File: src/verilog/tpu_pkg.sv
// array geometry, operand and accumulator types, buffer address types, drain length
`default_nettype none

package tpu_pkg;

  localparam int ARRAY_DIM = 4;
  localparam int ELEM_W    = 8;
  localparam int ACC_W     = 32;
  localparam int AB_ADDR_W = 8;
  localparam int C_ADDR_W  = 2;
  localparam int K_LEN_W   = AB_ADDR_W + 1;

  // registered buffer read
  localparam int READ_LATENCY = 1;
  // read, then lane skew, then the hops and the final add in the far corner cell
  localparam int DRAIN_CYCLES = READ_LATENCY + (ARRAY_DIM - 1) + ARRAY_DIM;

  typedef logic signed [ELEM_W-1:0] elem_t;
  typedef logic signed [ACC_W-1:0]  acc_t;

  // index 0 is the most significant lane
  typedef elem_t [0:ARRAY_DIM-1] word_t;
  typedef acc_t  [0:ARRAY_DIM-1] row_t;
  typedef row_t  [0:ARRAY_DIM-1] tile_t;

  typedef logic [AB_ADDR_W-1:0] ab_addr_t;
  typedef logic [C_ADDR_W-1:0]  c_addr_t;

  // 0 to 256 inclusive
  typedef logic [K_LEN_W-1:0] k_len_t;

endpackage

`default_nettype wire

File: src/verilog/cfu_cmd_pkg.sv
// command port encoding: function id, opcodes, operand word and command struct
`default_nettype none

package cfu_cmd_pkg;

  localparam int FUNC_ID_W = 10;
  localparam int OPCODE_W  = 7;
  localparam int DATA_W    = 32;

  // opcode sits in the upper bits, the low 3 bits are ignored
  typedef logic [FUNC_ID_W-1:0] func_id_t;
  typedef logic [OPCODE_W-1:0]  opcode_t;
  typedef logic [DATA_W-1:0]    data_t;

  // write A/B: in0 = word address, in1 = data
  localparam opcode_t OP_WRITE_A = 7'd0;
  localparam opcode_t OP_WRITE_B = 7'd1;
  // compute: in0 = K
  localparam opcode_t OP_COMPUTE = 7'd2;
  // read C: in0 = row, in1 = column
  localparam opcode_t OP_READ_C  = 7'd3;

  typedef struct packed {
    func_id_t function_id;
    data_t    in0;
    data_t    in1;
  } cmd_t;

endpackage

`default_nettype wire
File: src/verilog/cfu_controller.sv
// command decoder FSM, buffer port muxing and response generation
`timescale 1ns/10ps
`default_nettype none

module cfu_controller (
  input  wire                clk,
  input  wire                rst_n,
  input  wire                cmd_valid,
  input  wire                cfu_cmd_pkg::cmd_t cmd,
  output logic               cmd_ready,
  output logic               rsp_valid,
  input  wire                rsp_ready,
  output cfu_cmd_pkg::data_t rsp_data,
  output logic               tpu_start,
  output tpu_pkg::k_len_t    tpu_k_len,
  input  wire                tpu_done,
  input  wire                tpu_pkg::ab_addr_t tpu_k_addr,
  input  wire                tpu_c_wr_en,
  input  wire                tpu_pkg::c_addr_t tpu_c_addr,
  input  wire                tpu_pkg::row_t tpu_c_row,
  output logic               a_wr_en,
  output tpu_pkg::ab_addr_t  a_addr,
  output tpu_pkg::word_t     a_wdata,
  output logic               b_wr_en,
  output tpu_pkg::ab_addr_t  b_addr,
  output tpu_pkg::word_t     b_wdata,
  output logic               c_wr_en,
  output tpu_pkg::c_addr_t   c_addr,
  output tpu_pkg::row_t      c_wdata,
  input  wire                tpu_pkg::row_t c_rdata
);

  typedef enum logic [2:0] {IDLE, WRITE_A, WRITE_B, READ_C, COMPUTE, RESPOND} state_t;

  state_t                                state;
  state_t                                state_nxt;
  cfu_cmd_pkg::cmd_t                     cmd_q;
  cfu_cmd_pkg::opcode_t                  op_in;
  cfu_cmd_pkg::opcode_t                  op_q;
  logic                                  cmd_fire;
  logic                                  computing;
  logic [$clog2(tpu_pkg::ARRAY_DIM)-1:0] col_sel;

  assign op_in = cmd.function_id[cfu_cmd_pkg::FUNC_ID_W-1 -: cfu_cmd_pkg::OPCODE_W];
  assign op_q  = cmd_q.function_id[cfu_cmd_pkg::FUNC_ID_W-1 -: cfu_cmd_pkg::OPCODE_W];

  assign cmd_ready = (state == IDLE);
  assign cmd_fire  = cmd_valid && cmd_ready;

  always_comb begin
    state_nxt = state;
    case (state)
      IDLE: begin
        if (cmd_fire) begin
          case (op_in)
            cfu_cmd_pkg::OP_WRITE_A: state_nxt = WRITE_A;
            cfu_cmd_pkg::OP_WRITE_B: state_nxt = WRITE_B;
            cfu_cmd_pkg::OP_READ_C:  state_nxt = READ_C;
            cfu_cmd_pkg::OP_COMPUTE: state_nxt = COMPUTE;
            default:                 state_nxt = RESPOND;
          endcase
        end
      end
      // writes answer in the same cycle unless held off
      WRITE_A, WRITE_B: state_nxt = rsp_ready ? IDLE : RESPOND;
      READ_C:           state_nxt = RESPOND;
      COMPUTE:          state_nxt = tpu_done ? RESPOND : COMPUTE;
      RESPOND:          state_nxt = rsp_ready ? IDLE : RESPOND;
      default:          state_nxt = IDLE;
    endcase
  end

  always_ff @(posedge clk or negedge rst_n) begin
    if (!rst_n) begin
      state     <= IDLE;
      tpu_start <= 1'b0;
    end else begin
      state     <= state_nxt;
      tpu_start <= cmd_fire && (op_in == cfu_cmd_pkg::OP_COMPUTE);
    end
  end

  always_ff @(posedge clk) begin
    if (cmd_fire) begin
      cmd_q <= cmd;
    end
  end

  assign tpu_k_len = tpu_pkg::k_len_t'(cmd_q.in0);
  assign computing = (state == COMPUTE);

  // core owns the buffer addresses while a tile is in progress
  assign a_wr_en = (state == WRITE_A);
  assign a_addr  = computing ? tpu_k_addr : tpu_pkg::ab_addr_t'(cmd_q.in0);
  assign a_wdata = cmd_q.in1;
  assign b_wr_en = (state == WRITE_B);
  assign b_addr  = computing ? tpu_k_addr : tpu_pkg::ab_addr_t'(cmd_q.in0);
  assign b_wdata = cmd_q.in1;
  assign c_wr_en = computing && tpu_c_wr_en;
  assign c_addr  = computing ? tpu_c_addr : tpu_pkg::c_addr_t'(cmd_q.in0);
  assign c_wdata = tpu_c_row;

  assign rsp_valid = (state == WRITE_A) || (state == WRITE_B) || (state == RESPOND);
  assign col_sel   = cmd_q.in1[$bits(col_sel)-1:0];

  // only a read returns data, everything else answers zero
  always_comb begin
    rsp_data = '0;
    if ((state == RESPOND) && (op_q == cfu_cmd_pkg::OP_READ_C)) begin
      rsp_data = c_rdata[col_sel];
    end
  end

endmodule

`default_nettype wire

File: config.mk
export PLATFORM = sky130hd
export DESIGN_NAME = cfu_controller
export DESIGN_NICKNAME = d
export VERILOG_FILES = /design/src/verilog/tpu_pkg.sv /design/src/verilog/cfu_cmd_pkg.sv /design/src/verilog/cfu_controller.sv
export SDC_FILE = /design/constraint.sdc
export NUM_CORES = 1
export LEC_CHECK = 0
export BUFFER_PORTS_ARGS = -buffer_cell sky130_fd_sc_hd__buf_4
export CORE_AREA = 2 2 237 239
export CTS_CLUSTER_SIZE = 24
export DETAILED_ROUTE_END_ITERATION = 10
export DIE_AREA = 0 0 239 241
export PLACE_DENSITY_LB_ADDON = 0.05
export SKIP_LAST_GASP = 1
export SLEW_MARGIN = 25
export SYNTH_ARGS = -nofsm -noshare
export SYNTH_HDL_FRONTEND = slang
export SYNTH_SLANG_ARGS = --single-unit
File: constraint.sdc
create_clock -name clk -period 2.8 [get_ports clk]
set_input_delay 0.56 -clock clk [delete_from_list [all_inputs] [get_ports clk]]
set_output_delay 0.56 -clock clk [all_outputs]
set_load 0.01 [all_outputs]
==> results of run 1 <==
==> placed cells by master (no fill, tap or decap), drive strengths merged, types with 2 or more instances in the layout <==
master  Yosys  routed
buf       221     325
clkbuf      3       6
dfrtp       4       4
diode       0       3
edfxtp     48      48
inv         2       3
mux4       32      32
nand2      31      31
nand2b      2       2
nand3b      2       2
nor2        2       2
nor2b      35      35
nor3        2       2
nor4        2       2
nor4b       2       2
or3         2       2
==> where the power goes <==
group	total [mW]	internal (mW)	switching (mW)
registers	1.10	1.00	0.0976
logic	1.45	0.793	0.660
clock network	0.755	0.427	0.327
==> worst max-delay path, cell delays in order, from the launching register on <==
cell and delay (ps):
sky130_fd_sc_hd__edfxtp_1 370, sky130_fd_sc_hd__buf_12 290, sky130_fd_sc_hd__mux4_2 580, sky130_fd_sc_hd__nor2b_1 160
sky130_fd_sc_hd__buf_4 150
==> worst paths after layout <==
path / slack [ps] / endpoint / start / depth (start not counted)
max: 370 / rsp_data[27] / a_wdata[0] / 4
min: 30 / tpu_start / rst_n / 1
max reg2reg: 840 / a_wdata[13] / state[1] / 4
min reg2reg: 730 / state[2] / state[2] / 1
max in group asynchronous: 2660 / state[0] / rst_n / 1
min in group clk: 410 / a_wdata[11] / cmd[11] / 1
==> sequential cells by signal, indices dropped and copies added (netlist names) <==
register   count
cmd_q          7
a_wdata       32
state          3
tpu_k_len      9
tpu_start      1
==> layout make-up <==
cell class | count | area, µm² | share of cell area (%)
diodes | 3 | 7.51 | 0.118
clock inverters | 2 | 38.8 | 0.611
inverters | 2 | 7.51 | 0.118
well taps | 704 | 881 | 13.9
repair buffers | 325 | 2480 | 39.0
multi-input cells | 124 | 1270 | 20.0
clock buffers | 6 | 129 | 2.03
flip-flops and latches | 52 | 1540 | 24.3
==> stage by stage <==
stage          worst slack (ps)  hold slack (ps)
2_1_floorplan               466              264
3_3_place_gp                625              364
4_1_cts                     291             16.5
5_1_grt                     249             15.5
3_5_place_dp                646              364
6_report                    365             34.7
==> logic make-up after synthesis <==
| group | share of synthesized area [%] |
|---|---|
| AND/OR/NAND/NOR | 10.8 |
| multiplexers | 16.3 |
| flip-flops | 34.4 |
| XOR/XNOR | 0.196 |
| AO/OA/AOI/OAI | 1.06 |
| buffers and inverters | 37.2 |
==> routing by layer <==
| metal | wire (µm) | track usage, % |
|---|---|---|
| met5 | 27 | 0 |
| met4 | 759 | 2.84 |
| met3 | 2900 | 4.21 |
| met2 | 11000 | 11.9 |
| met1 | 5830 | 5.28 |
==> run summary, run 1 <==
Clock Path Buffers - 2
Filler cells - 6,300
Type of element capturing the critical path - output pin
Height of the die - 241 µm
Cell area after synthesis - 4480 µm²
Final estimated routing congestion in global placement - 0.704
Horizontal die dimension - 239 µm
Hold_buf cts - 0
Final core utilization - 11.6%
Cell area after placement - 6180 µm²
Pin count of the biggest net entering global routing - 40
Final critical-path share of the clock period - 87.0%
Number of enable-type register cells in the synthesized netlist - 48
Most used flip-flop cell after synthesis - sky130_fd_sc_hd__edfxtp_1
Antenna violations before repair - 6
Number of resized instances in the post-cts repair step - 0
Number of global-route vias before repair - 3,369
Buffer cell driving the clock tree root - sky130_fd_sc_hd__clkbuf_16
Via Count - 3,184
RSZ-0062 raised after global routing - false
Final hold viol count - 0
Mean routed wirelength per cell - 16.8 µm
Total gr overflow - 0
Fmax - 0.411 GHz
FP Rows - 86
Number of clock sinks - 52
Outcome - completed
Synthesized netlist cell count - 402
Residual antenna-violating net count after detailed routing - 0
Minimum period implied by the final worst setup slack - 2430 ps
Static leakage power - 2.58 nW
Final Max Tran Viols - 0
Flop and latch count out of synthesis - 52
Number of non-filler instances in the completed layout - 1,218
Final setup violation count - 0
Cell types occupying the most area after synthesis - sky130_fd_sc_hd__buf_4, sky130_fd_sc_hd__edfxtp_1, sky130_fd_sc_hd__mux4_2, sky130_fd_sc_hd__nor2b_1, sky130_fd_sc_hd__nand2_1
Required time reported for the critical path endpoint - 2240 ps
Share of the yosys chip area belonging to registers - 34.4%
Post-route standard cell area excluding fillers - 6350 µm²
Largest fanout on the critical path - 34
Setup Total Neg Slack - 0 ps
CTS tree - done
Wire length of the first global-routing pass - 25.6 mm
Worst min path class - input port to asynchronous set/reset pin
PortBufs - 320
Actual transition at the worst max-transition pin - 562 ps
Total track usage - 6.43%
Initial drt markers - 72
Share of post-route cells with drive strength above 1 - 72.6%
Placed instance count - 1,207
Area share of the largest cell type after synthesis - 35.2%
Total nets after synthesis - 748
Clock latency of the later-clocked register in the worst-skew pair - 310 ps
Aggregate routed wire length - 20.5 mm
Dominant cell type by area after synthesis - sky130_fd_sc_hd__buf_4
Number of buffers added for setup after CTS - 0
Die Footprint - 57,600 µm²
Number of max-capacitance violations reported - 0
IR drop worst, VDD - 0.213 mV
DR DRC count - 0
I/O pin total - 603
Total Nets Final - 856
Relative max-transition margin - 62.6%
Total power draw - 3.31 mW
Effective utilization at floorplan - 8.16%
Netlist cell types - 31
Post-synthesis async set-or-reset flop share - 7.69%
First-pass DRT Iterations - 4
Layout Skew - 8.22 ps
Syn avg cell area - 11.1 µm²
Dominant cell by count in the synthesized netlist - sky130_fd_sc_hd__buf_4
Placeable Area - 54,900 µm²
Clock-pin slew reported for the worst setup and hold paths after clock tree synthesis - 70 ps
CP Class - register to output pin
Synthesis-to-finish area growth - 41.9%
Per-cell via count in the routed design - 2.61
H-tree levels - 2
Endpoint arrival time on the critical path - 1870 ps
Worst Setup Start Kind - register
HPWL after DPL - 17.4 mm
Number of warnings reported in the yosys synthesis log - 0
Leading cell types by count after synthesis - sky130_fd_sc_hd__buf_4, sky130_fd_sc_hd__edfxtp_1, sky130_fd_sc_hd__nor2b_1, sky130_fd_sc_hd__mux4_2, sky130_fd_sc_hd__nand2_1
Num CTS Buffers - 5
PwrDens - 521 nW/µm²
No activity file was read; power rests on OpenSTA's default activity.
==> inputs of run 2 (changes only) <==
--- a/config.mk
+++ b/config.mk
@@ -10,7 +10,7 @@
 export CTS_CLUSTER_SIZE = 24
 export DETAILED_ROUTE_END_ITERATION = 10
 export DIE_AREA = 0 0 239 241
-export PLACE_DENSITY_LB_ADDON = 0.05
+export PLACE_DENSITY = 0.3
 export SKIP_LAST_GASP = 1
 export SLEW_MARGIN = 25
 export SYNTH_ARGS = -nofsm -noshare
==> run summary, run 2 (synthesized netlist as in run 1, its figures left out) <==
Outcome - completed (unchanged)
Synthesis-to-finish area growth - 41.7% (was 41.9%)
Endpoint arrival time on the critical path - 1950 ps (was 1870 ps)
Placeable Area - 54,900 µm² (unchanged)
Actual transition at the worst max-transition pin - 454 ps (was 562 ps)
Total track usage - 5.75% (was 6.43%)
Final setup violation count - 0 (unchanged)
Final critical-path share of the clock period - 89.6% (was 87.0%)
Height of the die - 241 µm (unchanged)
Relative max-transition margin - 69.7% (was 62.6%)
HPWL after DPL - 15.7 mm (was 17.4 mm)
I/O pin total - 603 (unchanged)
Via Count - 3,162 (was 3,184)
Required time reported for the critical path endpoint - 2240 ps (about the same)
Aggregate routed wire length - 18.5 mm (was 20.5 mm)
Antenna violations before repair - 0 (was 6)
Number of buffers added for setup after CTS - 0 (unchanged)
Share of post-route cells with drive strength above 1 - 72.6% (unchanged)
Number of cells traversed by the worst register-to-register path - 4 (unchanged)
Worst min path class - input port to asynchronous set/reset pin (unchanged)
Filler cells - 6,262 (was 6,300)
Post-route standard cell area excluding fillers - 6350 µm² (about the same)
Register-to-register setup slack - 760 ps (was 840 ps)
Critical Path End - rsp_data[12] (was rsp_data[27])
Most frequent standard cell in the layout excluding fill and tap cells - sky130_fd_sc_hd__buf_4 (unchanged)
Die Footprint - 57,600 µm² (unchanged)
Setup Total Neg Slack - 0 ps (unchanged)
FP Rows - 86 (unchanged)
FF-to-FF End - a_wdata[24] (was a_wdata[13])
Num CTS Buffers - 5 (unchanged)
Fmax - 0.398 GHz (was 0.411 GHz)
DR DRC count - 0 (unchanged)
Layout Skew - 3.84 ps (was 8.22 ps)
CP Class - register to output pin (unchanged)
Horizontal die dimension - 239 µm (unchanged)
Start point of the critical path - a_wdata[0] (unchanged)
First-pass DRT Iterations - 4 (unchanged)
Final estimated routing congestion in global placement - 0.650 (was 0.704)
Number of clock sinks - 52 (unchanged)
Total gr overflow - 0 (unchanged)
Clock latency of the later-clocked register in the worst-skew pair - 300 ps (was 310 ps)
Largest fanout on the critical path - 34 (unchanged)
Wire length of the first global-routing pass - 23.4 mm (was 25.6 mm)
Type of element capturing the critical path - output pin (unchanged)
Largest register FFs - 32 (unchanged)
Final Max Tran Viols - 0 (unchanged)
Total Nets Final - 856 (unchanged)
Hold_buf cts - 0 (unchanged)
IR drop worst, VDD - 0.226 mV (was 0.213 mV)
Effective utilization at floorplan - 8.16% (unchanged)
RSZ-0062 raised after global routing - false (unchanged)
RR Startpoint - state[1] (unchanged)
Per-cell via count in the routed design - 2.60 (was 2.61)
Initial drt markers - 79 (was 72)
Static leakage power - 2.58 nW (about the same)
Final hold viol count - 0 (unchanged)
Pin count of the biggest net entering global routing - 35 (was 40)
PwrDens - 517 nW/µm² (was 521 nW/µm²)
Number of global-route vias before repair - 3,178 (was 3,369)
Number of resized instances in the post-cts repair step - 0 (unchanged)
Clock-pin slew reported for the worst setup and hold paths after clock tree synthesis - 70 ps (about the same)
Cell area after placement - 6180 µm² (unchanged)
Number of max-capacitance violations reported - 0 (unchanged)
Worst Setup Start Kind - register (unchanged)
PortBufs - 320 (unchanged)
Clock Path Buffers - 2 (unchanged)
Mean routed wirelength per cell - 15.2 µm (was 16.8 µm)
CTS tree - done (unchanged)
H-tree levels - 2 (unchanged)
Minimum period implied by the final worst setup slack - 2510 ps (was 2430 ps)
Commonest cells after routing, fill and taps aside - sky130_fd_sc_hd__buf_4, sky130_fd_sc_hd__edfxtp_1, sky130_fd_sc_hd__nor2b_1 (unchanged)
Buffer cell driving the clock tree root - sky130_fd_sc_hd__clkbuf_16 (unchanged)
Residual antenna-violating net count after detailed routing - 0 (unchanged)
-- run 2: cell types whose count changed in the layout (fill, tap and decap cells not counted) --
cell                       change
sky130_fd_sc_hd__diode_2       -2
sky130_fd_sc_hd__clkbuf_1      -1
sky130_fd_sc_hd__clkinv_1      +1
sky130_fd_sc_hd__clkinv_4      +1
sky130_fd_sc_hd__inv_6         -1
-- run 2: worst min path at each step --
| stage | from | endpoint | slack (ps) | depth (start not counted) |
|---|---|---|---|---|
| global placement | rst_n | tpu_start | 360 | 1 |
| CTS | rst_n | tpu_start | 30 | 1 |
| detailed placement | rst_n | tpu_start | 360 | 1 |
| finish | rst_n | state[2] | 40 | 1 |
| floorplan | rst_n | state[0] | 260 | 0 |
| global route | rst_n | tpu_start | 20 | 1 |
-- run 2: layer usage --
| layer | global-route usage (%) | vias up | wire (µm) |
|---|---|---|---|
| li1 | - | 1376 | - |
| met1 | 6.03 | 1471 | 6220 |
| met2 | 9.12 | 238 | 8980 |
| met3 | 3.24 | 75 | 2470 |
| met4 | 3.14 | 2 | 831 |
| met5 | 0.253 | - | 19 |
-- run 2: cell type report --
| class | count | area (µm²) | share of cell area (%) |
|---|---|---|---|
| clock inverter | 3 | 42.5 | 0.670 |
| sequential | 52 | 1540 | 24.3 |
| inverter | 2 | 7.51 | 0.118 |
| clock buffer | 5 | 125 | 1.97 |
| multi-input combinational | 124 | 1270 | 20.0 |
| antenna | 1 | 2.50 | 0.0394 |
| timing repair buffer | 325 | 2480 | 39.0 |
| tap | 704 | 881 | 13.9 |
-- run 2: worst max-delay path, stage by stage, from the launching register on --
cell and delay [ps]:
sky130_fd_sc_hd__edfxtp_1 380, sky130_fd_sc_hd__buf_12 260, sky130_fd_sc_hd__mux4_2 630, sky130_fd_sc_hd__nor2b_1 170, sky130_fd_sc_hd__buf_4 160
-- run 2: where the power goes --
part	leakage (nW)	internal (mW)	switching, mW	total (mW)
Sequential	0.491	1.00	0.0970	1.10
Clock	0.0814	0.422	0.310	0.732
Combinational	2.01	0.797	0.657	1.45
-- run 2: stage by stage --
step | power (mW) | util [%] | cells | hold WS (ps) | setup WS [ps]
floorplan | 2.20 | - | 402 | 264 | 466
global placement | 2.62 | 11.3 | 1207 | 362 | 605
detailed placement | 2.60 | 11.3 | 1207 | 362 | 600
finish | 3.28 | 11.6 | 1216 | 41.9 | 290
global route | 3.48 | 11.6 | 1215 | 24.2 | 175
CTS | 3.36 | 11.6 | 1215 | 26.9 | 264
==> inputs of run 3 (changes only) <==
--- a/config.mk
+++ b/config.mk
@@ -10,6 +10,7 @@
 export CTS_CLUSTER_SIZE = 24
 export DETAILED_ROUTE_END_ITERATION = 10
 export DIE_AREA = 0 0 239 241
+export MAX_ROUTING_LAYER = met4
 export PLACE_DENSITY = 0.3
 export SKIP_LAST_GASP = 1
 export SLEW_MARGIN = 25
==> run summary, run 3 (synthesized netlist as in run 1, its figures left out) <==
Residual antenna-violating net count after detailed routing - 0 (unchanged)
Placeable Area - 54,900 µm² (unchanged)
Setup Total Neg Slack - 0 ps (unchanged)
Initial drt markers - 75 (was 79)
Clock-pin slew reported for the worst setup and hold paths after clock tree synthesis - 70 ps (about the same)
Relative max-transition margin - 69.2% (was 69.7%)
RSZ-0062 raised after global routing - false (unchanged)
Fmax - 0.398 GHz (about the same)
Worst Hold Margin - 41.1 ps (was 41.9 ps)
HPWL after DPL - 15.7 mm (unchanged)
Mean routed wirelength per cell - 15.2 µm (about the same)
Via Count - 3,142 (was 3,162)
Per-cell via count in the routed design - 2.58 (was 2.60)
Worst Setup Start Kind - register (unchanged)
Number of clock sinks - 52 (unchanged)
CTS tree - done (unchanged)
Filler cells - 6,262 (unchanged)
Area of all sequential standard cells - 1540 µm² (unchanged)
Sequence of cells on the critical path - buf_12 -> mux4_2 -> nor2b_1 -> buf_4 (unchanged)
Pin count of the biggest net entering global routing - 35 (unchanged)
Share of post-route cells with drive strength above 1 - 72.6% (unchanged)
Final hold viol count - 0 (unchanged)
Delay-heaviest family, CP - multiplexers (unchanged)
Total track usage - 5.91% (was 5.75%)
Number of buffers added for setup after CTS - 0 (unchanged)
Combined area of the multi-input logic cells - 1270 µm² (unchanged)
Final Max Tran Viols - 0 (unchanged)
Post-route standard cell area excluding fillers - 6350 µm² (unchanged)
Antenna violations before repair - 0 (unchanged)
Actual transition at the worst max-transition pin - 461 ps (was 454 ps)
Endpoint arrival time on the critical path - 1950 ps (about the same)
Most frequent standard cell in the layout excluding fill and tap cells - sky130_fd_sc_hd__buf_4 (unchanged)
Least setup slack across all paths after layout - 288 ps (was 290 ps)
Final estimated routing congestion in global placement - 0.656 (was 0.650)
Num CTS Buffers - 5 (unchanged)
Worst min path class - input port to asynchronous set/reset pin (unchanged)
Commonest cells after routing, fill and taps aside - sky130_fd_sc_hd__buf_4, sky130_fd_sc_hd__edfxtp_1, sky130_fd_sc_hd__nor2b_1 (unchanged)
Outcome - completed (unchanged)
PwrDens - 518 nW/µm² (was 517 nW/µm²)
Hold_buf cts - 0 (unchanged)
FP Rows - 86 (unchanged)
IR drop worst, VDD - 0.226 mV (about the same)
Pre-CTS worst setup slack - 600 ps (unchanged)
Wire length of the first global-routing pass - 23.3 mm (was 23.4 mm)
Height of the die - 241 µm (unchanged)
DR DRC count - 0 (unchanged)
Cell with the biggest individual delay on the critical path - sky130_fd_sc_hd__mux4_2 (unchanged)
Largest register FFs - 32 (unchanged)
Synthesis-to-finish area growth - 41.7% (unchanged)
Number of resized instances in the post-cts repair step - 0 (unchanged)
Layout Skew - 5.78 ps (was 3.84 ps)
Number of global-route vias before repair - 3,183 (was 3,178)
CP Class - register to output pin (unchanged)
First-pass DRT Iterations - 4 (unchanged)
H-tree levels - 2 (unchanged)
Type of element capturing the critical path - output pin (unchanged)
Buffer cell driving the clock tree root - sky130_fd_sc_hd__clkbuf_16 (unchanged)
Clock Path Buffers - 2 (unchanged)
Effective utilization at floorplan - 8.16% (unchanged)
Largest fanout on the critical path - 34 (unchanged)
Final critical-path share of the clock period - 89.7% (was 89.6%)
Required time reported for the critical path endpoint - 2240 ps (about the same)
Total gr overflow - 0 (unchanged)
Cell area after placement - 6180 µm² (unchanged)
Aggregate routed wire length - 18.5 mm (about the same)
Clock latency of the later-clocked register in the worst-skew pair - 300 ps (about the same)
PortBufs - 320 (unchanged)
I/O pin total - 603 (unchanged)
Horizontal die dimension - 239 µm (unchanged)
Die Footprint - 57,600 µm² (unchanged)
Final setup violation count - 0 (unchanged)
Minimum period implied by the final worst setup slack - 2510 ps (about the same)
Number of max-capacitance violations reported - 0 (unchanged)
Static leakage power - 2.58 nW (unchanged)
Delay of the slowest cell on the worst path - 630 ps (about the same)
Total buffers and inverters traversed by the critical path - 2 (unchanged)
Total Nets Final - 856 (unchanged)
==> run 3: cell counts in the layout (fill, tap and decap cells not counted) <==
Identical to the previous run, type by type.
==> run 3: final timing paths <==
kind / startpoint / endpoint / slack, ps / cells past startpoint
worst max-delay path: a_wdata[0] / rsp_data[12] / 290 / 4
worst min-delay path: rst_n / tpu_start / 40 / 1
worst max register to register: state[1] / cmd_q[69] / 750 / 4
worst min register to register: state[2] / state[2] / 710 / 1
max in group asynchronous: rst_n / state[2] / 2660 / 1
min in group clk: cmd[23] / a_wdata[23] / 430 / 1
==> run 3: final cells by class <==
| cell class | count | share of cell area, % |
|---|---|---|
| Multi-Input combinational cell | 124 | 20.0 |
| Timing Repair Buffer | 325 | 39.0 |
| Inverter | 2 | 0.118 |
| Sequential cell | 52 | 24.3 |
| Clock inverter | 3 | 0.670 |
| Clock buffer | 5 | 1.97 |
| Tap cell | 704 | 13.9 |
| Antenna cell | 1 | 0.0394 |
==> run 3: power by group <==
part | switching, mW | internal, mW
Sequential | 0.0972 | 1.00
Combinational | 0.653 | 0.796
Clock | 0.315 | 0.422
==> run 3: stage by stage <==
step / power, mW / util, % / std cells
after floorplan: 2.20 / - / 402
after global placement: 2.62 / 11.3 / 1207
after detailed placement: 2.60 / 11.3 / 1207
after CTS: 3.36 / 11.6 / 1215
after global routing: 3.48 / 11.6 / 1215
final: 3.29 / 11.6 / 1216
==> run 3: metal layers <==
metal	track usage, %	up-vias	part of all wire (%)
met5	-	-	0
met4	3.14	0	4.5
met3	3.04	83	13
met2	9.11	234	48
met1	6.15	1450	34
li1	-	1375	-
